`src/verilog/npc_defs.svh`:
```
// NPC core parameters
`ifndef NPC_DEFS_SVH
`define NPC_DEFS_SVH

// Data path width and the PC value after reset.
`define NPC_XLEN     64
`define NPC_RESET_PC 64'h0000_0000_8000_0000

// =====================================================================
// Major opcodes, bits [6:0] of the instruction
// =====================================================================
`define NPC_OP_LUI     7'b0110111
`define NPC_OP_AUIPC   7'b0010111
`define NPC_OP_JAL     7'b1101111
`define NPC_OP_JALR    7'b1100111
`define NPC_OP_BRANCH  7'b1100011
`define NPC_OP_LOAD    7'b0000011
`define NPC_OP_STORE   7'b0100011
`define NPC_OP_IMM     7'b0010011
`define NPC_OP_REG     7'b0110011
`define NPC_OP_IMM32   7'b0011011
`define NPC_OP_REG32   7'b0111011
`define NPC_OP_SYSTEM  7'b1110011

`endif

```
`src/verilog/npc_pkg.sv`:
```
// NPC core types
package npc_pkg;

  typedef logic [63:0] xlen_t;
  typedef logic [31:0] inst_t;
  typedef logic [4:0]  reg_idx_t;

  // Operations of the execute unit.
  typedef enum logic [2:0] {
    ALU_ADD,
    ALU_SUB,
    ALU_AND,
    ALU_OR,
    ALU_XOR,
    ALU_SLT,
    ALU_PASS_B
  } alu_op_e;

  // Control transfer kinds handled by the branch unit.
  typedef enum logic [2:0] {
    BR_NONE,
    BR_JAL,
    BR_JALR,
    BR_BEQ,
    BR_BNE,
    BR_BLT,
    BR_BGE
  } br_op_e;

  // Source of the register write-back value.
  typedef enum logic [1:0] {
    WB_ALU,
    WB_LOAD,
    WB_PC4
  } wb_sel_e;

endpackage

```
`src/verilog/npc_bru.sv`:
```
// NPC branch unit
`timescale 1ns/1ps

module npc_bru
  import npc_pkg::*;
(
  input  xlen_t  i_pc,
  input  xlen_t  i_rs1_data,
  input  xlen_t  i_imm,
  input  br_op_e i_br_op,
  input  logic   i_zero,
  input  logic   i_less,
  output logic   o_taken,
  output xlen_t  o_target
);

  xlen_t pc_rel;
  xlen_t reg_rel;

  assign pc_rel  = i_pc + i_imm;
  assign reg_rel = i_rs1_data + i_imm;

  always_comb begin
    case (i_br_op)
      BR_JAL:  o_taken = 1'b1;
      BR_JALR: o_taken = 1'b1;
      BR_BEQ:  o_taken = i_zero;
      BR_BNE:  o_taken = ~i_zero;
      BR_BLT:  o_taken = i_less;
      BR_BGE:  o_taken = ~i_less;
      default: o_taken = 1'b0;
    endcase
  end

  // JALR clears bit 0 of the computed address.
  assign o_target = (i_br_op == BR_JALR) ? {reg_rel[63:1], 1'b0} : pc_rel;

endmodule

```
`config.mk`:
```
export PLATFORM = sky130hd
export DESIGN_NAME = npc_bru
export DESIGN_NICKNAME = d
export VERILOG_FILES = /design/src/verilog/npc_defs.svh /design/src/verilog/npc_pkg.sv /design/src/verilog/npc_bru.sv
export SDC_FILE = /design/constraint.sdc
export NUM_CORES = 1
export LEC_CHECK = 0
export ABC_CLOCK_PERIOD_IN_PS = 3560
export BUFFER_PORTS_ARGS = -buffer_cell sky130_fd_sc_hd__buf_2
export CAP_MARGIN = 20
export CORE_AREA = 4 4 177 93
export DETAILED_ROUTE_END_ITERATION = 8
export DIE_AREA = 0 0 181 97
export PLACE_DENSITY = 0.87
export SLEW_MARGIN = 30
export SYNTH_ARGS = -nofsm -noshare
export SYNTH_HDL_FRONTEND = slang
export SYNTH_SLANG_ARGS = --single-unit
```
`constraint.sdc`:
```
create_clock -name vclk -period 3.56
set_input_delay 0.178 -clock vclk [all_inputs]
set_output_delay 0.178 -clock vclk [all_outputs]
set_load 0.1 [all_outputs]
```
==> flow_summary.ini <==
[sta]
tightest_slew_ns = 0.8157
max_slew_margin_pct = 45.62
rsz0062_at_grt = yes
worst_slack_ns = 0.03151
post-route-min-period_ns = 3.528
setup_viol = 0
holdWs_ns = 0.7159
drv_slew = 0
fmax_ghz = 0.2834
period_share_pct = 99.11
final-hold-violation-count = 0

[floorplanning]
fp.coreArea_um2 = 15010
fp.dieW_um = 181
dieArea_um2 = 17560
initial_utilization_pct = 54.13
die_y_um = 97
rows = 32
pin_count = 262

[place]
gp_congestion = 1.083
hpwl_um = 32410
pre_cts_ws_ns = -0.1272
numPortBuffers = 262

[routing]
vias = 11620
route.detailed.wl_per_inst_um = 22.05
drt_iter0_drc = 1753
firstDrtPassIters = 7
viasPerCell = 6.627
drt-total-wl_um = 38650
ant_nets = 0
drc = 0

[logic_synthesis]
ys_warn_count = 0
synth_area_um2 = 8128
synth_area_per_cell_um2 = 6.597
synth_top_cell_by_area = ha_1
yosysMostFrequentCell = a21oi_1
synthCells = 1232
ys_seq_area_share_pct = 0
synth_top_area_share_pct = 19.24
synthTopCellsByCount = a21oi_1, nand2_1, ha_1, o21ai_0, nor2_1
synthTopCellsByArea = ha_1, a21oi_1, a21o_1, xnor2_1, nand2_1
synth.distinct_cells = 69
syn_nets = 1556

[finish]
n_antenna_cell = 0
ff_latch_area_um2 = 0
n_clock_buffer = 0
drive_gt1_share_pct = 31.63
nets = 1875
seq_cells = 0
syn2layout_area_growth_pct = 40.96

[setup_path]
critPathKind = in -> out
startpoint = i_pc[0]
end_kind = output pin
crit_required_ns = 3.38
worst_setup_path_start_kind = primary input
crit_end = o_target[56]
crit_fanout = 3
cp.arrival_ns = 3.35

[pwr]
ir_drop_uv = 344.8
leakage_nw = 5.476
p_per_area_nw_per_um2 = 362.9

[grt]
grt_usage_pct = 39.94
grt_pass1_wl_um = 57530
grt_pass1_vias = 10630
grt_start_max_net_pins = 61
antenna_found_initial = 0
grt_overflow_total = 0

[run_status]
outcome = completed

[job]
maxCapViolCount = 0

[worst_hold_path]
hp-class = in -> out
-- metrics by stage --
step	TNS [ns]	power [W]	util, %	instance area [um2]	cells
floorplan	-0.5912	0.002652	-	8338	1232
global placement	-0.02286	0.003927	74.23	11140	1745
detailed placement	-0.4902	0.003958	74.23	11140	1745
CTS	0	0.003989	74.57	11200	1748
global route	-0.1608	0.004308	76.31	11460	1753
finish	0	0.004158	76.31	11460	1753
-- layout by cell type (no fill, tap or decap), types with 5 or more instances in the layout --
| cell | n |
|---|---|
| buf_4 | 121 |
| inv_1 | 26 |
| buf_12 | 42 |
| o21ai_1 | 13 |
| nor2b_1 | 6 |
| a221oi_1 | 5 |
| nand4_1 | 40 |
| a211oi_1 | 10 |
| o31ai_1 | 6 |
| a31oi_1 | 11 |
| nor2_1 | 91 |
| nand3_1 | 20 |
| a21oi_1 | 150 |
| a211o_1 | 6 |
| a21o_1 | 77 |
| o21a_1 | 12 |
| o21bai_1 | 27 |
| nand2b_1 | 11 |
| ha_1 | 123 |
| nand2_1 | 136 |
| and4_1 | 6 |
| a21oi_2 | 28 |
| o211ai_1 | 9 |
| nor4_1 | 6 |
| nor3_1 | 21 |
| xor2_1 | 52 |
| and2_1 | 7 |
| buf_2 | 222 |
| o21ai_2 | 15 |
| and3_1 | 7 |
| mux2i_2 | 5 |
| a21boi_0 | 7 |
| xnor2_1 | 59 |
| o21ai_0 | 81 |
-- per-layer routing --
metal,global-route usage [%],share of wire [%]
met1,57.97,42
met2,54.45,38
met3,18.93,18
met4,4.957,1.6
met5,0,0
-- where the power goes --
part	internal [W]	switching, W	leakage, nW
Clock	0	0	0
Combinational	0.00141	0.00275	5.48
Sequential	0	0	0
-- logic make-up after synthesis --
kind of cell,synth area share [%]
AOI/OAI and AO/OA,41.10
xor gates and xnor gates,12.50
adders and majority gates,19.74
buffers and inverters,4.341
muxes,1.108
and+or+nand+nor,21.21
-- worst max-delay path, stage by stage --
cell and delay, ns:
buf_2 0.10, ha_2 0.20, fa_2 0.36, a21o_1 0.21, a221oi_4 0.29, a2bb2oi_4 0.23
o211ai_4 0.11, a311oi_4 0.46, o31ai_4 0.16, a211o_1 0.35, a211o_1 0.27, nand4_1 0.15
o21ai_2 0.09, buf_12 0.17
-- what timing repair did --
item,in CTS,in global routing
buffers inserted,3,5
hold buffers,0,0
pin swaps,9,22
resized for setup,7,38
setup endpoints to repair,9,23
endpoints found under the hold margin,0,0
-- final cells by class --
cell class / count / area, um2
fill: 1205 / 3557
timing repair buffer: 385 / 2860
inverter: 26 / 97.59
multi-input combinational: 1138 / 8244
tap: 204 / 255.2
-- how the worst min path moves through the flow --
stage	start	end	slack (ns)	cells after the start
floorplan	i_imm[63]	o_target[63]	0.70	1
global placement	i_imm[63]	o_target[63]	0.71	3
detailed placement	i_imm[63]	o_target[63]	0.71	3
CTS	i_imm[63]	o_target[63]	0.72	3
global route	i_imm[63]	o_target[63]	0.73	3
finish	i_imm[63]	o_target[63]	0.72	3
Power figures use the tool's default switching activity.
