[config.mk]
export PLATFORM = sky130hd
export DESIGN_NAME = npc_ifu
export DESIGN_NICKNAME = d
export VERILOG_FILES = /design/src/verilog/npc_pkg.sv /design/src/verilog/npc_ifu.sv
export VERILOG_INCLUDE_DIRS = /design/src /design/src/verilog
export SDC_FILE = /design/constraint.sdc
export NUM_CORES = 1
export LEC_CHECK = 0
export ABC_AREA = 1
export ABC_CLOCK_PERIOD_IN_PS = 1500
export BUFFER_PORTS_ARGS = -buffer_cell sky130_fd_sc_hd__clkbuf_2
export CAP_MARGIN = 20
export CELL_PAD_IN_SITES_DETAIL_PLACEMENT = 1
export CELL_PAD_IN_SITES_GLOBAL_PLACEMENT = 1
export CORE_UTILIZATION = 30
export DETAILED_ROUTE_END_ITERATION = 8
export PLACE_DENSITY = 0.74
export RECOVER_POWER = 25
export SYNTH_ARGS = -nofsm -noshare
export SYNTH_HDL_FRONTEND = slang
export SYNTH_SLANG_ARGS = --single-unit
[constraint.sdc]
create_clock -name i_clk -period 1.5 [get_ports i_clk]
set_input_delay 0.075 -clock i_clk [delete_from_list [all_inputs] [get_ports i_clk]]
set_output_delay 0.075 -clock i_clk [all_outputs]
set_load 0.02 [all_outputs]
[src/verilog/npc_defs.svh]
// NPC core parameters
`ifndef NPC_DEFS_SVH
`define NPC_DEFS_SVH

// Data path width and the PC value after reset.
`define NPC_XLEN     64
`define NPC_RESET_PC 64'h0000_0000_8000_0000

// =====================================================================
// Major opcodes, bits [6:0] of the instruction
// =====================================================================
`define NPC_OP_LUI     7'b0110111
`define NPC_OP_AUIPC   7'b0010111
`define NPC_OP_JAL     7'b1101111
`define NPC_OP_JALR    7'b1100111
`define NPC_OP_BRANCH  7'b1100011
`define NPC_OP_LOAD    7'b0000011
`define NPC_OP_STORE   7'b0100011
`define NPC_OP_IMM     7'b0010011
`define NPC_OP_REG     7'b0110011
`define NPC_OP_IMM32   7'b0011011
`define NPC_OP_REG32   7'b0111011
`define NPC_OP_SYSTEM  7'b1110011

`endif

[src/verilog/npc_pkg.sv]
// NPC core types
package npc_pkg;

  typedef logic [63:0] xlen_t;
  typedef logic [31:0] inst_t;
  typedef logic [4:0]  reg_idx_t;

  // Operations of the execute unit.
  typedef enum logic [2:0] {
    ALU_ADD,
    ALU_SUB,
    ALU_AND,
    ALU_OR,
    ALU_XOR,
    ALU_SLT,
    ALU_PASS_B
  } alu_op_e;

  // Control transfer kinds handled by the branch unit.
  typedef enum logic [2:0] {
    BR_NONE,
    BR_JAL,
    BR_JALR,
    BR_BEQ,
    BR_BNE,
    BR_BLT,
    BR_BGE
  } br_op_e;

  // Source of the register write-back value.
  typedef enum logic [1:0] {
    WB_ALU,
    WB_LOAD,
    WB_PC4
  } wb_sel_e;

endpackage

[src/verilog/npc_ifu.sv]
// NPC instruction fetch unit
`timescale 1ns/1ps
`include "npc_defs.svh"

module npc_ifu
  import npc_pkg::*;
(
  input  logic  i_clk,
  input  logic  i_rst_n,
  input  logic  i_halt,
  input  logic  i_br_taken,
  input  xlen_t i_br_target,
  output xlen_t o_pc,
  output xlen_t o_pc_plus4,
  output logic  o_halted
);

  xlen_t pc_q;
  xlen_t pc_next;
  logic  halted_q;

  // The core counts as halted from the cycle the halt decodes.
  assign o_halted   = halted_q | i_halt;
  assign o_pc       = pc_q;
  assign o_pc_plus4 = pc_q + xlen_t'(4);

  always_comb begin
    if (o_halted) begin
      pc_next = pc_q;
    end else if (i_br_taken) begin
      pc_next = i_br_target;
    end else begin
      pc_next = o_pc_plus4;
    end
  end

  always_ff @(posedge i_clk or negedge i_rst_n) begin
    if (!i_rst_n) begin
      pc_q     <= `NPC_RESET_PC;
      halted_q <= 1'b0;
    end else begin
      pc_q     <= pc_next;
      halted_q <= o_halted;
    end
  end

endmodule

==> results.yml <==
clock_network:
  cts_sinks: 65
  clkLatencyLatePin_ns: 0.38
  cts-buffers-inserted: 9
  clkTransAtPathRegs_ns: 0.09
  htree_levels: 3
  clockBufferDepth: 2
  cts_tree: "yes"
  clock-root-buffer: "clkbuf_16"
synthesis:
  yosysSeqAreaShare: 0.315
  synth_cells: 831
  synthDistinctLibCells: 29
  syn_nets: 900
  synth_area_leaders: "dfrtp_1, nand2_1, nand3_1, nor2_1, inv_1"
  synth_top_area_cell: "dfrtp_1"
  synth-seq-cells: 65
  synth_top_area_frac: 0.310
  avgSynthCellArea_um2: 6.22
  yosysWarningCount: 0
  synth_area_mm2: 0.00516
sta:
  whs_ns: -0.0243
  rsz0062_at_grt: "yes"
  fin_ws_ns: -1.01
  max_freq_ghz: 0.399
  slew_viol_final: 0
  max_slew.worst_pin.slew_ns: 1.10
  period_share: 1.67
  relSlewSlack: 0.268
  min_period_ns: 2.51
  final-setup-viol-count: 122
  hold_viol: 1
  clock_skew_ns: 0.0269
setup_path:
  cp.required_ns: 1.42
  worst-path-stages: 9
  cp_common_cell: "nand2_1"
  crit_slowest_cell: "nor2_2"
  cp-end-kind: "output pin"
  rr_worst_depth: 9
  crit_type: "reg -> out"
  arrival_ns: 2.43
  crit_chain: "nand2_1 -> nor2_2 -> nand2_1 -> nor2_2 -> nand2_8 -> nor2_1 -> nand2_1 -> nand2_2 -> clkbuf_8"
  crit_buf_inv: 1
  cpPeakStageDelay_ns: 0.44
  critPathMaxFanout: 6
  crit_family: "simple AND/OR/NAND/NOR gates"
  start_kind: "register"
hold_path:
  holdPathStages: 3
  hold_path.class: "in -> reg"
floorplan:
  num_rows: 47
  fp.dieW_um: 133
  dieArea_mm2: 0.0177
  ios: 197
  die_y_um: 133
  initial_core_util: 0.309
  coreArea_mm2: 0.0167
outcome:
  violations: "negative hold slack, negative setup slack"
  status: "finished with violations"
pwr:
  ir_drop_mv: 0.599
  pwr_density_cell_mw_per_mm2: 792
  static-leakage-power_nw: 5.27
global_route:
  antenna_found_initial: 1
  grtUsageTotal: 0.379
  overflow: 0
  grt_pass1_vias: 8543
  grt_first_pass_wirelength_um: 50600
  grt_max_degree: 66
drt:
  viasPerCell: 5.93
  firstDrtPassIters: 5
  postRouteAntennaNets: 0
  drt_iter0_drc: 785
  vias: 8706
  wirelength_um: 43200
  avgRoutedWirePerCell_um: 29.4
  drc: 0
place:
  dp.cells: 1358
  globalplace.congestion: 0.909
  port_buffers: 196
  place_ws_ns: -0.335
  hpwl_um: 19300
layout:
  nFillCells: 1978
  final_nets: 1312
  antenna_cells: 0
  instances_no_fill: 1468
  areaGrowthSynthToFinish_pct: 113
  final_cell_mix: "nand2_1, buf_4, clkbuf_2"
  drive_gt1_frac: 0.615
  final_common_cell: "nand2_1"
flow_run:
  drv_cap: 0
through the flow:
step / setup TNS (ns) / hold WS [ns] / util / area, um^2 / total power [W]
after floorplan: -7.20 / -0.221 / - / 5580 / 0.00374
after global placement: -15.27 / 0.129 / 0.471 / 7870 / 0.00497
after detailed placement: -19.01 / 0.139 / 0.471 / 7870 / 0.00503
after CTS: -37.09 / 0.00192 / 0.603 / 10100 / 0.00773
after global routing: -75.78 / 0.00751 / 0.660 / 11000 / 0.00891
final: -72.15 / -0.0243 / 0.660 / 11000 / 0.00873
state kept, by name (all words and copies together), names as in the netlist:
| register | flops |
|---|---|
| o_pc | 64 |
| halted_q | 1 |
per-layer routing:
metal  track usage  vias to the layer above  wire (um)
li1              -                     3402          -
met1         0.433                     4275      15000
met2         0.663                      714      20100
met3        0.0643                      311       4010
met4         0.232                        4       4010
met5             0                        -         64
power breakdown:
part | switching, W | internal [W]
Sequential | 0.000368 | 0.00199
Combinational | 0.00239 | 0.00181
Clock | 0.000998 | 0.00117
tightest hold or removal path: cells and delay by family:
kind	cells	cell delay [ns]
buffers and inverters	1	0.08
and+or+nand+nor	1	0.07
AOI/OAI and AO/OA	1	0.09
cell usage after synthesis:
| master | number |
|---|---|
| buf_4 | 2 |
| nand2_1 | 285 |
| and2_1 | 9 |
| inv_1 | 97 |
| nand2_2 | 10 |
| o21ai_0 | 23 |
| o221ai_1 | 1 |
| inv_2 | 5 |
| o211ai_1 | 10 |
| mux2_2 | 2 |
| nand4_1 | 9 |
| o21bai_1 | 9 |
| nand3_2 | 1 |
| ha_1 | 1 |
| nor2_8 | 3 |
| xnor2_1 | 4 |
| nand2_4 | 2 |
| xnor2_2 | 1 |
| nor2_4 | 6 |
| clkbuf_1 | 16 |
| nand3_1 | 107 |
| buf_2 | 4 |
| nor2_2 | 8 |
| o21ai_1 | 15 |
| xor2_1 | 26 |
| dfstp_2 | 1 |
| dfrtp_1 | 64 |
| nor2_1 | 105 |
| buf_1 | 5 |
final timing paths:
check / startpoint / endpoint / slack, ns
worst max-delay path: o_pc[17] / o_pc_plus4[63] / -1.01
worst min-delay path: i_br_target[15] / o_pc[15] / -0.02
worst max register to register: o_pc[2] / o_pc[10] / -0.99
worst min register to register: o_pc[0] / o_pc[0] / 0.57
max in group asynchronous: i_rst_n / o_pc[39] / 0.14
min in group asynchronous: i_rst_n / o_pc[15] / 0.55
layout make-up:
type / instances / area [um^2] / area share
clock inverters: 3 / 17.5 / 0.00159
inverters: 102 / 397 / 0.0360
well taps: 220 / 275 / 0.0250
clock buffers: 13 / 250 / 0.0227
flip-flops and latches: 65 / 1650 / 0.150
multi-input cells: 637 / 4760 / 0.432
repair buffers: 428 / 3670 / 0.333
timing repair:
item | CTS | global route
gates resized for setup | 319 | 214
pin swaps | 77 | 73
setup endpoints to repair | 114 | 121
setup buffers | 48 | 43
hold buffers | 16 | 0
cloned | 0 | 1
endpoints found under the hold margin | 79 | 0
cell families after synthesis:
kind of cell | after synthesis | synth area share
simple gates | 545 | 0.462
compound gates | 58 | 0.0661
xor+xnor | 31 | 0.0540
mux | 2 | 0.00436
buf+inv | 129 | 0.0962
fa+ha+maj | 1 | 0.00242
flops | 65 | 0.315
Note: power is estimated with default switching activity, not from simulation.
