==> src/verilog/npc_defs.svh <==
// NPC core parameters
`ifndef NPC_DEFS_SVH
`define NPC_DEFS_SVH

// Data path width and the PC value after reset.
`define NPC_XLEN     64
`define NPC_RESET_PC 64'h0000_0000_8000_0000

// =====================================================================
// Major opcodes, bits [6:0] of the instruction
// =====================================================================
`define NPC_OP_LUI     7'b0110111
`define NPC_OP_AUIPC   7'b0010111
`define NPC_OP_JAL     7'b1101111
`define NPC_OP_JALR    7'b1100111
`define NPC_OP_BRANCH  7'b1100011
`define NPC_OP_LOAD    7'b0000011
`define NPC_OP_STORE   7'b0100011
`define NPC_OP_IMM     7'b0010011
`define NPC_OP_REG     7'b0110011
`define NPC_OP_IMM32   7'b0011011
`define NPC_OP_REG32   7'b0111011
`define NPC_OP_SYSTEM  7'b1110011

`endif

==> src/verilog/npc_pkg.sv <==
// NPC core types
package npc_pkg;

  typedef logic [63:0] xlen_t;
  typedef logic [31:0] inst_t;
  typedef logic [4:0]  reg_idx_t;

  // Operations of the execute unit.
  typedef enum logic [2:0] {
    ALU_ADD,
    ALU_SUB,
    ALU_AND,
    ALU_OR,
    ALU_XOR,
    ALU_SLT,
    ALU_PASS_B
  } alu_op_e;

  // Control transfer kinds handled by the branch unit.
  typedef enum logic [2:0] {
    BR_NONE,
    BR_JAL,
    BR_JALR,
    BR_BEQ,
    BR_BNE,
    BR_BLT,
    BR_BGE
  } br_op_e;

  // Source of the register write-back value.
  typedef enum logic [1:0] {
    WB_ALU,
    WB_LOAD,
    WB_PC4
  } wb_sel_e;

endpackage

==> src/verilog/npc_regfile.sv <==
// NPC general purpose registers
`timescale 1ns/1ps

module npc_regfile
  import npc_pkg::*;
(
  input  logic     i_clk,
  input  logic     i_rst_n,
  input  reg_idx_t i_rs1_idx,
  input  reg_idx_t i_rs2_idx,
  input  logic     i_wen,
  input  reg_idx_t i_rd_idx,
  input  xlen_t    i_wdata,
  output xlen_t    o_rs1_data,
  output xlen_t    o_rs2_data
);

  // Register x0 has no storage.
  xlen_t regs [1:31];

  always_ff @(posedge i_clk or negedge i_rst_n) begin
    if (!i_rst_n) begin
      for (int i = 1; i < 32; i++) begin
        regs[i] <= '0;
      end
    end else if (i_wen && (i_rd_idx != '0)) begin
      regs[i_rd_idx] <= i_wdata;
    end
  end

  // Reads see the value written at the end of the previous instruction.
  assign o_rs1_data = (i_rs1_idx == '0) ? '0 : regs[i_rs1_idx];
  assign o_rs2_data = (i_rs2_idx == '0) ? '0 : regs[i_rs2_idx];

endmodule
==> config.mk <==
export PLATFORM = sky130hd
export DESIGN_NAME = npc_regfile
export DESIGN_NICKNAME = d
export VERILOG_FILES = /design/src/verilog/npc_defs.svh /design/src/verilog/npc_pkg.sv /design/src/verilog/npc_regfile.sv
export SDC_FILE = /design/constraint.sdc
export NUM_CORES = 2
export LEC_CHECK = 0
export BUFFER_PORTS_ARGS = -buffer_cell sky130_fd_sc_hd__buf_2
export CAP_MARGIN = 20
export CORE_MARGIN = 2
export CORE_UTILIZATION = 50
export CTS_BUF_LIST = sky130_fd_sc_hd__clkbuf_4 sky130_fd_sc_hd__clkbuf_8
export CTS_CLUSTER_SIZE = 28
export DETAILED_ROUTE_END_ITERATION = 8
export GPL_ROUTABILITY_DRIVEN = 0
export GPL_TIMING_DRIVEN = 0
export PLACE_DENSITY = 0.66
export REMOVE_ABC_BUFFERS = 1
export SYNTH_ARGS = -nofsm -noshare
export SYNTH_HDL_FRONTEND = slang
export SYNTH_SLANG_ARGS = --single-unit
==> constraint.sdc <==
create_clock -name i_clk -period 2.2 [get_ports i_clk]
set_input_delay 0 -clock i_clk [delete_from_list [all_inputs] [get_ports i_clk]]
set_output_delay 0 -clock i_clk [all_outputs]
set_load 0.03 [all_outputs]
==> results <==
- The flow ran to the end, but the final reports show violations.
- The final reports fail on hold timing, setup timing.
- The final worst-path cycle share is 135.7%.
- The worst setup slack after placement is -1.718 ns.
- Data on the critical path is required at its endpoint by 2.20 ns.
- The clock tree skew after final layout is 0 ns.
- The die height is 465.9 um.
- The first-iteration detailed-routing DRC count is 7433.
- The number of flip-flops in the largest register is 1984.
- After synthesis, the most frequently instantiated cells are sky130_fd_sc_hd__mux2_2 (2178), sky130_fd_sc_hd__dfrtp_1 (1984), sky130_fd_sc_hd__mux4_2 (748).
- For this run, the leading register cell type out of synthesis is sky130_fd_sc_hd__dfrtp_1.
- During I/O placement, the number of pins put on the boundary was 210.
- Power spread over the standard cell area amounts to 886.4 nW/um^2.
- The clock passes through at most 4 buffers.
- Hold timing on the final database bottoms out at a slack of -1.020 ns.
- The first global-routing pass estimated 514100 um of wire.
- The global router's overall resource usage is 32.18%.
- The maximum net fanout on the critical path is 71.
- The logic depth of the worst register-to-register path is 2.
- The share of the Yosys chip area taken by registers is 46.55%.
- The area of the die is 217000 um^2.
- The endpoint class of the critical path is an output pin.
- The share of synthesized area in the top cell type comes to 46.55%.
- The signal on the critical path passes through buf_12 -> buf_16 -> nand2_1 -> a21oi_1 -> o211ai_1 -> o211ai_1 -> buf_4.
- The number of inserted filler cells in the final layout is 16090.
- The final-stage net count is 7724.
- For this design the static power due to leakage is 54.73 nW.
- After detailed routing, the number of remaining DRC violations is 0.
- The number of antenna violations at the first check in global routing came to 17.
- Summed over all instances, the cell type with the most area after synthesis is sky130_fd_sc_hd__dfrtp_1.
- The startpoint of the worst-slack reg-to-reg timing path is regs[243].
- Summing all placed instances gives a cell area of 112300 um^2.
- The number of detailed-routing iterations run before antenna repair is 6.
- For the worst-skew pair, the clock arrives at the later sink with an insertion delay of 1.06 ns.
- The largest registers in the layout are regs: 1984 flops.
- The final count of pins violating max slew is 0.
- The register area is 49650 um^2.
- Of all flip-flops after synthesis, the portion carrying an async set or reset was 100.0%.
- The clock tree from TritonCTS is built.
- The largest incremental delay on the critical path is 0.70 ns.
- The x dimension of the die is 465.9 um.
- The number of core rows is 169.
- Summed over all layers, the global routing overflow is 0.
- The number of endpoints with negative hold slack in the final report is 636.
- The count of endpoints failing setup in the final report is 204.
- The slew of the pin with the lowest slew margin is 1.019 ns.
- The fraction of layout cells with a size suffix above 1 is 55.18%.
- The endpoint identified for the worst register-to-register timing path is regs[243].
- Buffers placed on the I/O ports in this run total 209.
- The post-DP HPWL is 196600 um.
- The critical path buffer and inverter count is 3.
- Setup slack on the worst reg-to-reg path comes out at 0.83 ns.
- The total via count after detailed routing is 71840.
- In this run the cell area of the synthesized design comes to 106700 um^2.
- The final worst slack is -0.7845 ns.
- The total wire length is 354700 um.
- The share of the core filled with cells in the final layout is 58.82%.
- The gate count after technology mapping is 7449.
- The number of synthesized register bits is 1984.
- The via density per instance is 6.716.
- The number of distinct library cell variants in the gate-level netlist after synthesis is 44.
- The routed wire length per instance is 33.16 um.
- The number of levels the H-tree was split into is 5.
- A synthesized cell averages 14.32 um^2.
- The count of flip-flops with a built-in enable after synthesis is 0.
- The initial core utilization is 50.29%.
- Max-cap violations in this run came to 0.
- The achievable frequency is 0.3351 GHz.
- The core region is 212100 um^2.
- The cell with the biggest individual delay on the critical path is sky130_fd_sc_hd__nand2_1.
- By instance count, the leading cell after synthesis is sky130_fd_sc_hd__mux2_2.
- Yosys attributes the largest share of cell area to sky130_fd_sc_hd__dfrtp_1 (47%), sky130_fd_sc_hd__mux2_2 (23%), sky130_fd_sc_hd__mux4_2 (16%), sky130_fd_sc_hd__mux2i_1 (4.3%), sky130_fd_sc_hd__clkbuf_1 (1.6%).
- The tree is rooted in a sky130_fd_sc_hd__clkbuf_8.
- The clock transition at the register clock pins on the worst setup and hold paths after CTS is 0.06 ns.
- The number of sinks on the clock net is 1984.
- The top cell family by delay on the critical path is buffers and inverters.
- In this run the tightest slew margin relative to its limit is 31.89%.
- The number of warning messages in the yosys log is 0.
- Buffers inserted during clock tree synthesis total 347.
- The most numerous cell type found on the critical path is sky130_fd_sc_hd__o211ai_1.
- Entering global routing, the biggest net connects 167 pins.
- The post-route minimum period is 2.984 ns.
- The largest register by flop count is regs.
- The worst ir drop on vdd is 0.0007860 V.
- The summed area of non-filler cells in the final layout is 124800 um^2.
- The footprint of the multi-input gates is 55090 um^2.
- STA classifies the critical path startpoint as an input port.
- Setup repair after global routing could not meet its margin everywhere.
- The critical path arrival is 2.98 ns.
- The number of nets with antenna violations after detailed routing is 0.
- Compared with the post-synthesis result, the final layout area differs by 16.96%.
- The via count of the first global-routing pass is 74760.
- The type of the worst setup path is input port to output pin.
- The tightest min-delay check is of the input port to async pin type.
per-layer routing:
metal  up-vias  global-route usage, %  wire (um)
li1      28870                      -          -
met1     38410                  43.02     141600
met2      3557                  50.25     166300
met3       993                  6.274      27960
met4        14                  16.41      18810
met5         -                      0         81
worst reg2reg max path, cell delays in order, from the launching register on:
cell and delay, ns:
sky130_fd_sc_hd__dfrtp_1 0.39, sky130_fd_sc_hd__mux2_2 0.28, sky130_fd_sc_hd__dlygate4sd3_1 0.58
cell type report:
type | instances | area share (%)
multi-input cells | 4663 | 44.16
flip-flops and latches | 1984 | 39.80
repair buffers | 645 | 7.423
clock buffers | 540 | 5.451
well taps | 2821 | 2.829
clock inverters | 38 | 0.3259
diodes | 4 | 0.008023
inverters | 1 | 0.007020
layout by cell type, fill, tap and decap left out, drive strengths merged, types with 120 or more instances in the layout:
| cell type | n |
|---|---|
| mux4 | 748 |
| a221oi | 120 |
| dfrtp | 1984 |
| mux2i | 458 |
| a21oi | 121 |
| clkbuf | 547 |
| nor2b | 121 |
| mux2 | 2185 |
| buf | 517 |
| nand2 | 254 |
report_power, final:
part           internal [mW]  leakage [nW]  switching, mW  total, mW
clock network           20.4          3.83           15.6       36.0
logic                   14.9          25.5           10.8       25.6
registers               43.7          25.4           5.27       48.9
total                   79.0          54.7           31.6        111
timing repair:
item / CTS / global route
buffers inserted: 86 / 39
pin swaps: 75 / 79
hold buffers: 84 / 21
hold endpoints to repair: 2769 / 430
gates resized for setup: 414 / 165
endpoints found under the setup margin: 295 / 1065
gates cloned: 30 / 7
cell families (layout without fill, tap and decap cells):
family / Yosys count / in the layout / synth area share [%]
buf+inv: 803 / 1224 / 3.370
simple gates: 620 / 621 / 2.691
mux: 3391 / 3391 / 43.18
other cells: 0 / 4 / 0
compound gates: 651 / 651 / 4.212
flops: 1984 / 1984 / 46.55
through the flow:
| stage | TNS (ns) | power, mW | instances |
|---|---|---|---|
| after floorplan | -1128.47 | 64.03 | 6647 |
| after global placement | - | 72.83 | 9677 |
| after detailed placement | -1055.27 | 72.32 | 9850 |
| after CTS | -123.49 | 110.0 | 10630 |
| after global routing | -80.07 | 115.2 | 10700 |
| final | -73.23 | 110.6 | 10700 |
how the worst max path moves through the flow:
stage	startpoint	end	slack, ns	depth (start not counted)
after global placement	i_rs2_idx[0]	o_rs2_data[63]	-43.61	6
after detailed placement	i_rs1_idx[0]	o_rs1_data[40]	-1.72	10
after floorplan	i_rs1_idx[1]	o_rs1_data[1]	-1.88	5
after global routing	regs[311]	o_rs2_data[55]	-0.79	5
after CTS	regs[1791]	o_rs1_data[63]	-0.77	5
final	i_rs1_idx[4]	o_rs1_data[55]	-0.78	7
(Power assumes the default switching activity.)
