$ cat config.mk
export PLATFORM = sky130hd
export DESIGN_NAME = npc_idu
export DESIGN_NICKNAME = d
export VERILOG_FILES = /design/src/verilog/npc_pkg.sv /design/src/verilog/npc_idu.sv
export VERILOG_INCLUDE_DIRS = /design/src /design/src/verilog
export SDC_FILE = /design/constraint.sdc
export NUM_CORES = 1
export LEC_CHECK = 0
export ABC_CLOCK_PERIOD_IN_PS = 3700
export BUFFER_PORTS_ARGS = -buffer_cell sky130_fd_sc_hd__buf_2
export CAP_MARGIN = 20
export CORE_UTILIZATION = 39
export DETAILED_ROUTE_END_ITERATION = 8
export PLACE_DENSITY = 0.93
export SETUP_SLACK_MARGIN = 0.4
export SYNTH_ARGS = -nofsm -noshare
export SYNTH_HDL_FRONTEND = slang
export SYNTH_SLANG_ARGS = --single-unit
$ cat constraint.sdc
create_clock -name vclk -period 3.7
set_input_delay 0.925 -clock vclk [all_inputs]
set_output_delay 0.925 -clock vclk [all_outputs]
set_load 0.03 [all_outputs]
$ cat src/verilog/npc_defs.svh
// NPC core parameters
`ifndef NPC_DEFS_SVH
`define NPC_DEFS_SVH

// Data path width and the PC value after reset.
`define NPC_XLEN     64
`define NPC_RESET_PC 64'h0000_0000_8000_0000

// =====================================================================
// Major opcodes, bits [6:0] of the instruction
// =====================================================================
`define NPC_OP_LUI     7'b0110111
`define NPC_OP_AUIPC   7'b0010111
`define NPC_OP_JAL     7'b1101111
`define NPC_OP_JALR    7'b1100111
`define NPC_OP_BRANCH  7'b1100011
`define NPC_OP_LOAD    7'b0000011
`define NPC_OP_STORE   7'b0100011
`define NPC_OP_IMM     7'b0010011
`define NPC_OP_REG     7'b0110011
`define NPC_OP_IMM32   7'b0011011
`define NPC_OP_REG32   7'b0111011
`define NPC_OP_SYSTEM  7'b1110011

`endif

$ cat src/verilog/npc_pkg.sv
// NPC core types
package npc_pkg;

  typedef logic [63:0] xlen_t;
  typedef logic [31:0] inst_t;
  typedef logic [4:0]  reg_idx_t;

  // Operations of the execute unit.
  typedef enum logic [2:0] {
    ALU_ADD,
    ALU_SUB,
    ALU_AND,
    ALU_OR,
    ALU_XOR,
    ALU_SLT,
    ALU_PASS_B
  } alu_op_e;

  // Control transfer kinds handled by the branch unit.
  typedef enum logic [2:0] {
    BR_NONE,
    BR_JAL,
    BR_JALR,
    BR_BEQ,
    BR_BNE,
    BR_BLT,
    BR_BGE
  } br_op_e;

  // Source of the register write-back value.
  typedef enum logic [1:0] {
    WB_ALU,
    WB_LOAD,
    WB_PC4
  } wb_sel_e;

endpackage

$ cat src/verilog/npc_idu.sv
// NPC instruction decoder
`timescale 1ns/1ps
`include "npc_defs.svh"

module npc_idu
  import npc_pkg::*;
(
  input  inst_t    i_inst,
  input  logic     i_halted,
  output reg_idx_t o_rs1_idx,
  output reg_idx_t o_rs2_idx,
  output reg_idx_t o_rd_idx,
  output xlen_t    o_imm,
  output alu_op_e  o_alu_op,
  output logic     o_alu_a_pc,
  output logic     o_alu_b_imm,
  output logic     o_word_cut,
  output br_op_e   o_br_op,
  output wb_sel_e  o_wb_sel,
  output logic     o_reg_wen,
  output logic     o_mem_wen,
  output logic     o_mem_ren,
  output logic     o_mem_size,
  output logic     o_ebreak,
  output logic     o_invalid
);

  localparam inst_t EBREAK_INST = 32'h0010_0073;

  logic [6:0] opcode;
  logic [2:0] funct3;
  logic [6:0] funct7;
  xlen_t      imm_i;
  xlen_t      imm_s;
  xlen_t      imm_b;
  xlen_t      imm_u;
  xlen_t      imm_j;
  logic       reg_wen_raw;
  logic       mem_wen_raw;
  logic       mem_ren_raw;
  logic       enable_ok;

  assign opcode    = i_inst[6:0];
  assign funct3    = i_inst[14:12];
  assign funct7    = i_inst[31:25];
  assign o_rd_idx  = i_inst[11:7];
  assign o_rs1_idx = i_inst[19:15];
  assign o_rs2_idx = i_inst[24:20];

  // =====================================================================
  // Immediate formats
  // =====================================================================
  assign imm_i = {{(`NPC_XLEN-12){i_inst[31]}}, i_inst[31:20]};
  assign imm_s = {{(`NPC_XLEN-12){i_inst[31]}}, i_inst[31:25], i_inst[11:7]};
  assign imm_b = {{(`NPC_XLEN-13){i_inst[31]}}, i_inst[31], i_inst[7],
                  i_inst[30:25], i_inst[11:8], 1'b0};
  assign imm_u = {{(`NPC_XLEN-32){i_inst[31]}}, i_inst[31:12], 12'b0};
  assign imm_j = {{(`NPC_XLEN-21){i_inst[31]}}, i_inst[31], i_inst[19:12],
                  i_inst[20], i_inst[30:21], 1'b0};

  // =====================================================================
  // Control decode
  // =====================================================================
  always_comb begin
    o_imm       = '0;
    o_alu_op    = ALU_ADD;
    o_alu_a_pc  = 1'b0;
    o_alu_b_imm = 1'b0;
    o_word_cut  = 1'b0;
    o_br_op     = BR_NONE;
    o_wb_sel    = WB_ALU;
    o_mem_size  = 1'b0;
    o_ebreak    = 1'b0;
    o_invalid   = 1'b0;
    reg_wen_raw = 1'b0;
    mem_wen_raw = 1'b0;
    mem_ren_raw = 1'b0;
    case (opcode)
      `NPC_OP_LUI: begin
        o_imm       = imm_u;
        o_alu_op    = ALU_PASS_B;
        o_alu_b_imm = 1'b1;
        reg_wen_raw = 1'b1;
      end
      `NPC_OP_AUIPC: begin
        o_imm       = imm_u;
        o_alu_a_pc  = 1'b1;
        o_alu_b_imm = 1'b1;
        reg_wen_raw = 1'b1;
      end
      `NPC_OP_JAL: begin
        o_imm       = imm_j;
        o_br_op     = BR_JAL;
        o_wb_sel    = WB_PC4;
        reg_wen_raw = 1'b1;
      end
      `NPC_OP_JALR: begin
        o_imm       = imm_i;
        o_br_op     = BR_JALR;
        o_wb_sel    = WB_PC4;
        reg_wen_raw = 1'b1;
        o_invalid   = (funct3 != 3'b000);
      end
      `NPC_OP_BRANCH: begin
        o_imm = imm_b;
        case (funct3)
          3'b000:  o_br_op = BR_BEQ;
          3'b001:  o_br_op = BR_BNE;
          3'b100:  o_br_op = BR_BLT;
          3'b101:  o_br_op = BR_BGE;
          default: o_invalid = 1'b1;
        endcase
      end
      `NPC_OP_LOAD: begin
        o_imm       = imm_i;
        o_alu_b_imm = 1'b1;
        o_wb_sel    = WB_LOAD;
        mem_ren_raw = 1'b1;
        reg_wen_raw = 1'b1;
        o_mem_size  = funct3[0];
        o_invalid   = (funct3[2:1] != 2'b01);
      end
      `NPC_OP_STORE: begin
        o_imm       = imm_s;
        o_alu_b_imm = 1'b1;
        mem_wen_raw = 1'b1;
        o_mem_size  = funct3[0];
        o_invalid   = (funct3[2:1] != 2'b01);
      end
      `NPC_OP_IMM: begin
        o_imm       = imm_i;
        o_alu_b_imm = 1'b1;
        reg_wen_raw = 1'b1;
        case (funct3)
          3'b000:  o_alu_op = ALU_ADD;
          3'b010:  o_alu_op = ALU_SLT;
          3'b100:  o_alu_op = ALU_XOR;
          3'b110:  o_alu_op = ALU_OR;
          3'b111:  o_alu_op = ALU_AND;
          default: o_invalid = 1'b1;
        endcase
      end
      `NPC_OP_REG: begin
        reg_wen_raw = 1'b1;
        case ({funct7, funct3})
          10'b0000000_000: o_alu_op = ALU_ADD;
          10'b0100000_000: o_alu_op = ALU_SUB;
          10'b0000000_010: o_alu_op = ALU_SLT;
          10'b0000000_100: o_alu_op = ALU_XOR;
          10'b0000000_110: o_alu_op = ALU_OR;
          10'b0000000_111: o_alu_op = ALU_AND;
          default:         o_invalid = 1'b1;
        endcase
      end
      `NPC_OP_IMM32: begin
        o_imm       = imm_i;
        o_alu_b_imm = 1'b1;
        o_word_cut  = 1'b1;
        reg_wen_raw = 1'b1;
        o_invalid   = (funct3 != 3'b000);
      end
      `NPC_OP_REG32: begin
        o_word_cut  = 1'b1;
        reg_wen_raw = 1'b1;
        o_invalid   = ({funct7, funct3} != 10'b0000000_000);
      end
      `NPC_OP_SYSTEM: begin
        o_ebreak  = (i_inst == EBREAK_INST);
        o_invalid = (i_inst != EBREAK_INST);
      end
      default: o_invalid = 1'b1;
    endcase
  end

  // Nothing commits once halted, and x0 is never a write-back target.
  assign enable_ok = ~i_halted & ~o_invalid;
  assign o_reg_wen = reg_wen_raw & enable_ok & (o_rd_idx != '0);
  assign o_mem_wen = mem_wen_raw & enable_ok;
  assign o_mem_ren = mem_ren_raw & enable_ok;

endmodule

==> run metrics, run 1 <==
status complete, no violations; yosys warns 0; CP required between 2000 and 3000 ps; syn_area_per_cell around 6.5 um^2; TNS Setup 0 ps; final std cells w/o fill around 330; Reg area 0 um^2; drt first pass iters 4; Slew Limit Fails 0; number of sequential cells 0; share of power burned in combinational logic 1.000; IO Pins between 100 and 150; Die ar. between 3000 and 4000 um^2; Max rail drop VDD 0.00005960 V; relative slew slack 0.7190; sw power between 100 and 150 uW; die height roughly 61 um; placed inst area about 1700 um^2; Tcrit/Tclk final 0.8909; Area Overhead vs Synth 47.25%; dpl cells ~330; RePlAce Congestion approximately 1; vias in the first global route 1428; post-synthesis sequential area ratio 0; Setup crit start kind input port; Post-Syn Nets ~240; crit path time final 3296 ps; final hold viol count 0; HPWL after DPL around 3.6 mm; CLK BUF 0; Syn Std Cell Area 1340 um^2; Fmax roughly 0.30 GHz; footprint of the multi-input gates 1105 um^2; Net Sw Frac 0.6667; most frequent cells in the layout buf_2 (116), a21o_1 (19), nand2_1 (15), buf_4 (15), nor2_1 (13); commonest non-fill, non-tap cell in the layout buf_2; Pleak around 1.2 nW; Final setup viols 0; Core ar. 3153 um^2; Starting Density 0.4250; Hold Crit Endpoint o_rs2_idx[3]; Routed wire per std cell ~15 um; post-synthesis cell type count between 40 and 50; total gr overflow 0; Filler cells just over 300; DR iter-0 viols 61; global-route total usage across every layer 0.2307; std cell rows 20; Sequential Power Share 0; fraction of layout cells with a size suffix above 1 0.6042; Die X-Extent around 61 um; crit end category output port; critical setup path kind input port to output port; Total Power 217.9 uW; final net count ~320; cell accounting for the most synthesized area buf_4; first-pass GRT wire length approximately 6.6 mm; power per standard cell area ~110 nW/um^2; Crit Path Max Fanout 3; Worst Hold Launch i_inst[23]; pin count of the biggest net entering global routing 18; Synth area leaders buf_4 (28%), a21o_1 (11%), nor2_1 (4.8%), nand2_1 (4.5%), and2_1 (3.7%); Max-cap violations 0; critical path arrival 2370 ps; Hold Path Cell Cnt 2; Via density roughly 5.5; DR DRC count 0; DRT Wirelength 4.980 mm; Antenna diodes 0; DR vias about 1800; Yosys top cell area share 0.2801; hold buffers post-CTS 0; initial antenna violation count 0; min-delay worst type input port to output port; RSZ-0062 raised after global routing true; antenna viol nets, final 0; Pint just over 70 uW; post-route cell area approximately 2000 um^2; Clock Power Share 0; Cells after Synth between 200 and 250; worst slew pin tran between 400 and 500 ps; port bufs approximately 130
## critical path, stage by stage
cell and delay (ps):
buf_2 110, nor2_1 190, nand3_2 140, or4_4 510, a2111oi_4 290, buf_4 210
## final cells by class
class                      count  share of cell area
timing repair buffer         142              0.4103
inverter                       1            0.001902
tap                           44             0.02790
multi-input combinational    145              0.5599
## cells in the mapped netlist (all sizes together), types with 2 or more instances
cell type / instances
buf: 59
a21o: 19
nand2: 17
nor2: 17
nor3: 11
a21oi: 9
o21ai: 9
and2: 8
nor4: 7
a22o: 4
nand4: 4
nor2b: 3
nor4b: 3
a2111oi: 2
a31oi: 2
a32o: 2
and3: 2
mux2i: 2
nand2b: 2
nand3: 2
nand3b: 2
nor3b: 2
o21a: 2
or2b: 2
## power by group through the flow
stage          Combinational [mW]  Sequential, mW  Clock (mW)
6_report                    0.218               0           0
5_1_grt                     0.231               0           0
4_1_cts                     0.200               0           0
3_5_place_dp                0.192               0           0
3_3_place_gp                0.191               0           0
2_1_floorplan               0.152               0           0
## stage by stage
stage	hold slack [ps]	utilization	worst slack, ps
floorplan	1918	-	418.0
global placement	2126	0.5480	288.5
detailed placement	2128	0.5480	284.8
CTS	2132	0.5782	397.6
global route	2131	0.6258	344.1
finish	2123	0.6258	403.5
## worst max path at each step
stage | start | to | slack, ps | cells past startpoint
after floorplan | i_inst[14] | o_mem_wen | 420 | 6
after global placement | i_inst[13] | o_invalid | 290 | 7
after detailed placement | i_inst[21] | o_invalid | 280 | 7
after CTS | i_inst[21] | o_invalid | 400 | 7
after global routing | i_inst[26] | o_alu_op[0] | 340 | 6
final | i_inst[26] | o_alu_op[0] | 400 | 6
## routing by layer
| metal | share of wire | GRT usage |
|---|---|---|
| met1 | 0.39 | 0.3052 |
| met3 | 0.099 | 0.02559 |
| met4 | 0 | 0.009740 |
| met5 | 0 | 0 |
| met2 | 0.51 | 0.4223 |
## cell families after synthesis
group	after synthesis	synth area share
and+or+nand+nor	87	0.3660
buffers and inverters	61	0.3287
AOI/OAI and AO/OA	53	0.2773
xor gates and xnor gates	2	0.01307
muxes	2	0.01494
## repair_timing
item,in CTS,in global routing
cloned,1,0
setup buffers,2,3
endpoints found under the setup margin,47,40
gates resized for setup,16,36
pin swaps,6,11
No activity file was read; power rests on OpenSTA's default activity.
==> run 2, diff against run 1 <==
ABC_CLOCK_PERIOD_IN_PS = 2950   (was 3700)
CORE_UTILIZATION = 35   (was 39)
PLACE_DENSITY = 0.89   (was 0.93)
clock period = 2.95 ns   (was 3.7 ns; I/O delays follow)
==> run metrics, run 2 <==
die height ~64 um; cell accounting for the most synthesized area buf_4; Halt Stage global routing (5_1_grt); Synth top cells by count buf_4 (50), a21o_1 (19), nor2_1 (17); Worst EP Category primary output; dpl cells ~370; GRT worst endpoint o_invalid; total gr overflow about 100; std cell rows 22; yosys warns 0; Die X-Extent approximately 64 um; HPWL after DPL just over 4 mm; pin count of the biggest net entering global routing 13; global-route total usage across every layer 0.7804; Cells after Synth about 210; Synth area leaders buf_4 (28%), a21o_1 (11%), nor2_1 (4.8%), nand2_1 (4.5%), and2_1 (3.7%); Syn Std Cell Area between 1000 and 1500 um^2; hold buffers post-CTS 0; status stopped before the end; Post-Syn Nets ~240; post-synthesis cell type count 44; Yosys top cell area share 0.2801; syn_area_per_cell 6.537 um^2; post-synthesis sequential area ratio 0; Starting Density 0.3660; IO Pins between 100 and 150; RePlAce Congestion between 0.9 and 1; port bufs 129; tool error [ERROR GRT-0232] Routing congestion too high. Check the congestion heatmap in the GUI.; most frequent cell after synthesis buf_4
## run 2: cell counts after synthesis
No cell type changed its count.
## run 2: what timing repair did
| item | CTS |
|---|---|
| buffers inserted | 19 |
| endpoints found under the setup margin | 76 |
| hold endpoints to repair | 0 |
| resized for setup | 249 |
| pin swaps | 37 |
| gates cloned | 6 |
## run 2: cell families after synthesis
kind of cell              count (synthesis)  synth area share
muxes                                     2           0.01494
AOI/OAI and AO/OA                        53            0.2773
buffers and inverters                    61            0.3287
and+or+nand+nor                          87            0.3660
xor gates and xnor gates                  2           0.01307
## run 2: through the flow
step	area (um^2)	worst slack [ps]	hold slack (ps)
after floorplan	1635	128.1	1521
after global placement	2196	-328.0	1750
after detailed placement	2196	-338.4	1755
after CTS	3287	-59.54	1734
## run 2: metal layers
metal  GRT overflow  track usage
met5              0      0.09722
met4             52       0.9858
met3              2       0.5304
met2             49        1.016
met1              1       0.7163
==> run 3, diff against run 2 <==
ABC_CLOCK_PERIOD_IN_PS = 3840   (was 2950)
CORE_UTILIZATION = 29   (was 35)
PLACE_DENSITY = default   (was 0.89)
PLACE_DENSITY_LB_ADDON = 0.15   (was default)
SETUP_SLACK_MARGIN = default   (was 0.4)
clock period = 3.84 ns   (was 2.95 ns; I/O delays follow)
==> run metrics, run 3 (synthesized netlist as in run 1, its figures left out) <==
Reg area 0 um^2; Sequential Power Share 0; pin count of the biggest net entering global routing 34; initial antenna violation count 0; port bufs between 100 and 150; Via density slightly above 5; footprint of the multi-input gates between 900 and 1000 um^2; Final setup viols 0; Worst Hold Launch i_inst[18]; Hold Crit Endpoint o_rs1_idx[3]; most frequent cells in the layout buf_2 (129), a21o_1 (19), nor2_1 (17); Core ar. roughly 4400 um^2; final hold viol count 0; Buf/Inv on CP 2; min-delay worst type input port to output port; drt first pass iters 4; Die X-Extent between 60 and 70 um; Area Overhead vs Synth 24.93%; antenna viol nets, final 0; vias in the first global route 1459; std cell rows 24; commonest non-fill, non-tap cell in the layout buf_2; relative slew slack 0.6531; Routed wire per std cell 13.99 um; dpl cells 333; final net count around 320; first-pass GRT wire length between 7 and 8 mm; fraction of layout cells with a size suffix above 1 0.5053; RSZ-0062 raised after global routing false; HPWL after DPL 3.770 mm; DRT Wirelength 4.659 mm; status complete, no violations; sw power roughly 130 uW; Crit Path Max Fanout 14; Starting Density 0.3057; DR DRC count 0; Die ar. 4897 um^2; Slew Limit Fails 0; DR vias around 1700; TNS Setup 0 ps; Setup crit start kind input port; power per standard cell area 108.8 nW/um^2; final std cells w/o fill approximately 330; RePlAce Congestion around 0.85; Max rail drop VDD around 0.000038 V; Net Sw Frac 0.6932; number of sequential cells 0; Antenna diodes 0; Pint 55.86 uW; post-cts resize count 0; Largest stage delay, worst path approximately 300 ps; Pleak 1.087 nW; crit path time final 3489 ps; Hold Path Cell Cnt 2; worst slew pin tran 518.5 ps; placed inst area around 1700 um^2; CP required approximately 2900 ps; Clock Power Share 0; Fmax between 0.2 and 0.3 GHz; hold buffers post-CTS 0; crit end category output port; post-route cell area ~1700 um^2; Tcrit/Tclk final 0.9086; Slowest cell on crit path nor4_1; critical path arrival 2530 ps; Filler cells roughly 480; IO Pins 129; total gr overflow 0; die height between 60 and 70 um; global-route total usage across every layer 0.1719; critical setup path kind input port to output port; CLK BUF 0; Max-cap violations 0; CP cell instances buf_2, nor4_1, nand4_1, o21ai_1, a31oi_1, nor4_1, buf_2; share of power burned in combinational logic 1.000; postcts setup bufs 0; DR iter-0 viols 86; critical path's top delay family simple AND/OR/NAND/NOR gates
==> run 3: power by group through the flow <==
stage | sequential (mW) | combinational, mW | clock [mW]
2_1_floorplan | 0 | 0.143 | 0
3_3_place_gp | 0 | 0.183 | 0
3_5_place_dp | 0 | 0.182 | 0
4_1_cts | 0 | 0.182 | 0
5_1_grt | 0 | 0.195 | 0
6_report | 0 | 0.182 | 0
==> run 3: worst max-delay path by stage <==
stage,cells past startpoint,end,start
after floorplan,6,o_imm[32],i_inst[2]
after global placement,6,o_imm[47],i_inst[4]
after detailed placement,7,o_invalid,i_inst[13]
after CTS,7,o_invalid,i_inst[13]
after global routing,7,o_reg_wen,i_inst[13]
final,7,o_reg_wen,i_inst[13]
==> run 3: stage by stage <==
step / util / worst slack (ps) / hold WS (ps) / total power [mW]
3_3_place_gp: 0.3818 / 373.8 / 2200 / 0.1827
5_1_grt: 0.3818 / 210.1 / 2208 / 0.1947
4_1_cts: 0.3818 / 351.0 / 2199 / 0.1825
6_report: 0.3818 / 351.2 / 2199 / 0.1821
3_5_place_dp: 0.3818 / 354.6 / 2199 / 0.1820
2_1_floorplan: - / 27.11 / 2035 / 0.1432
==> run 3: routing by layer <==
metal  up-vias  share of wire  GRT usage
met5         -              0          0
met4         0         0.0045   0.006667
met3         2          0.067    0.01443
met2        80           0.49     0.3248
met1       782           0.44     0.2205
li1        840              -          -
==> run 3: final cells by class <==
class              count  share of cell area
repair buffers       136              0.4170
multi-input cells    144              0.5419
well taps             52             0.03886
inverters              1            0.002242
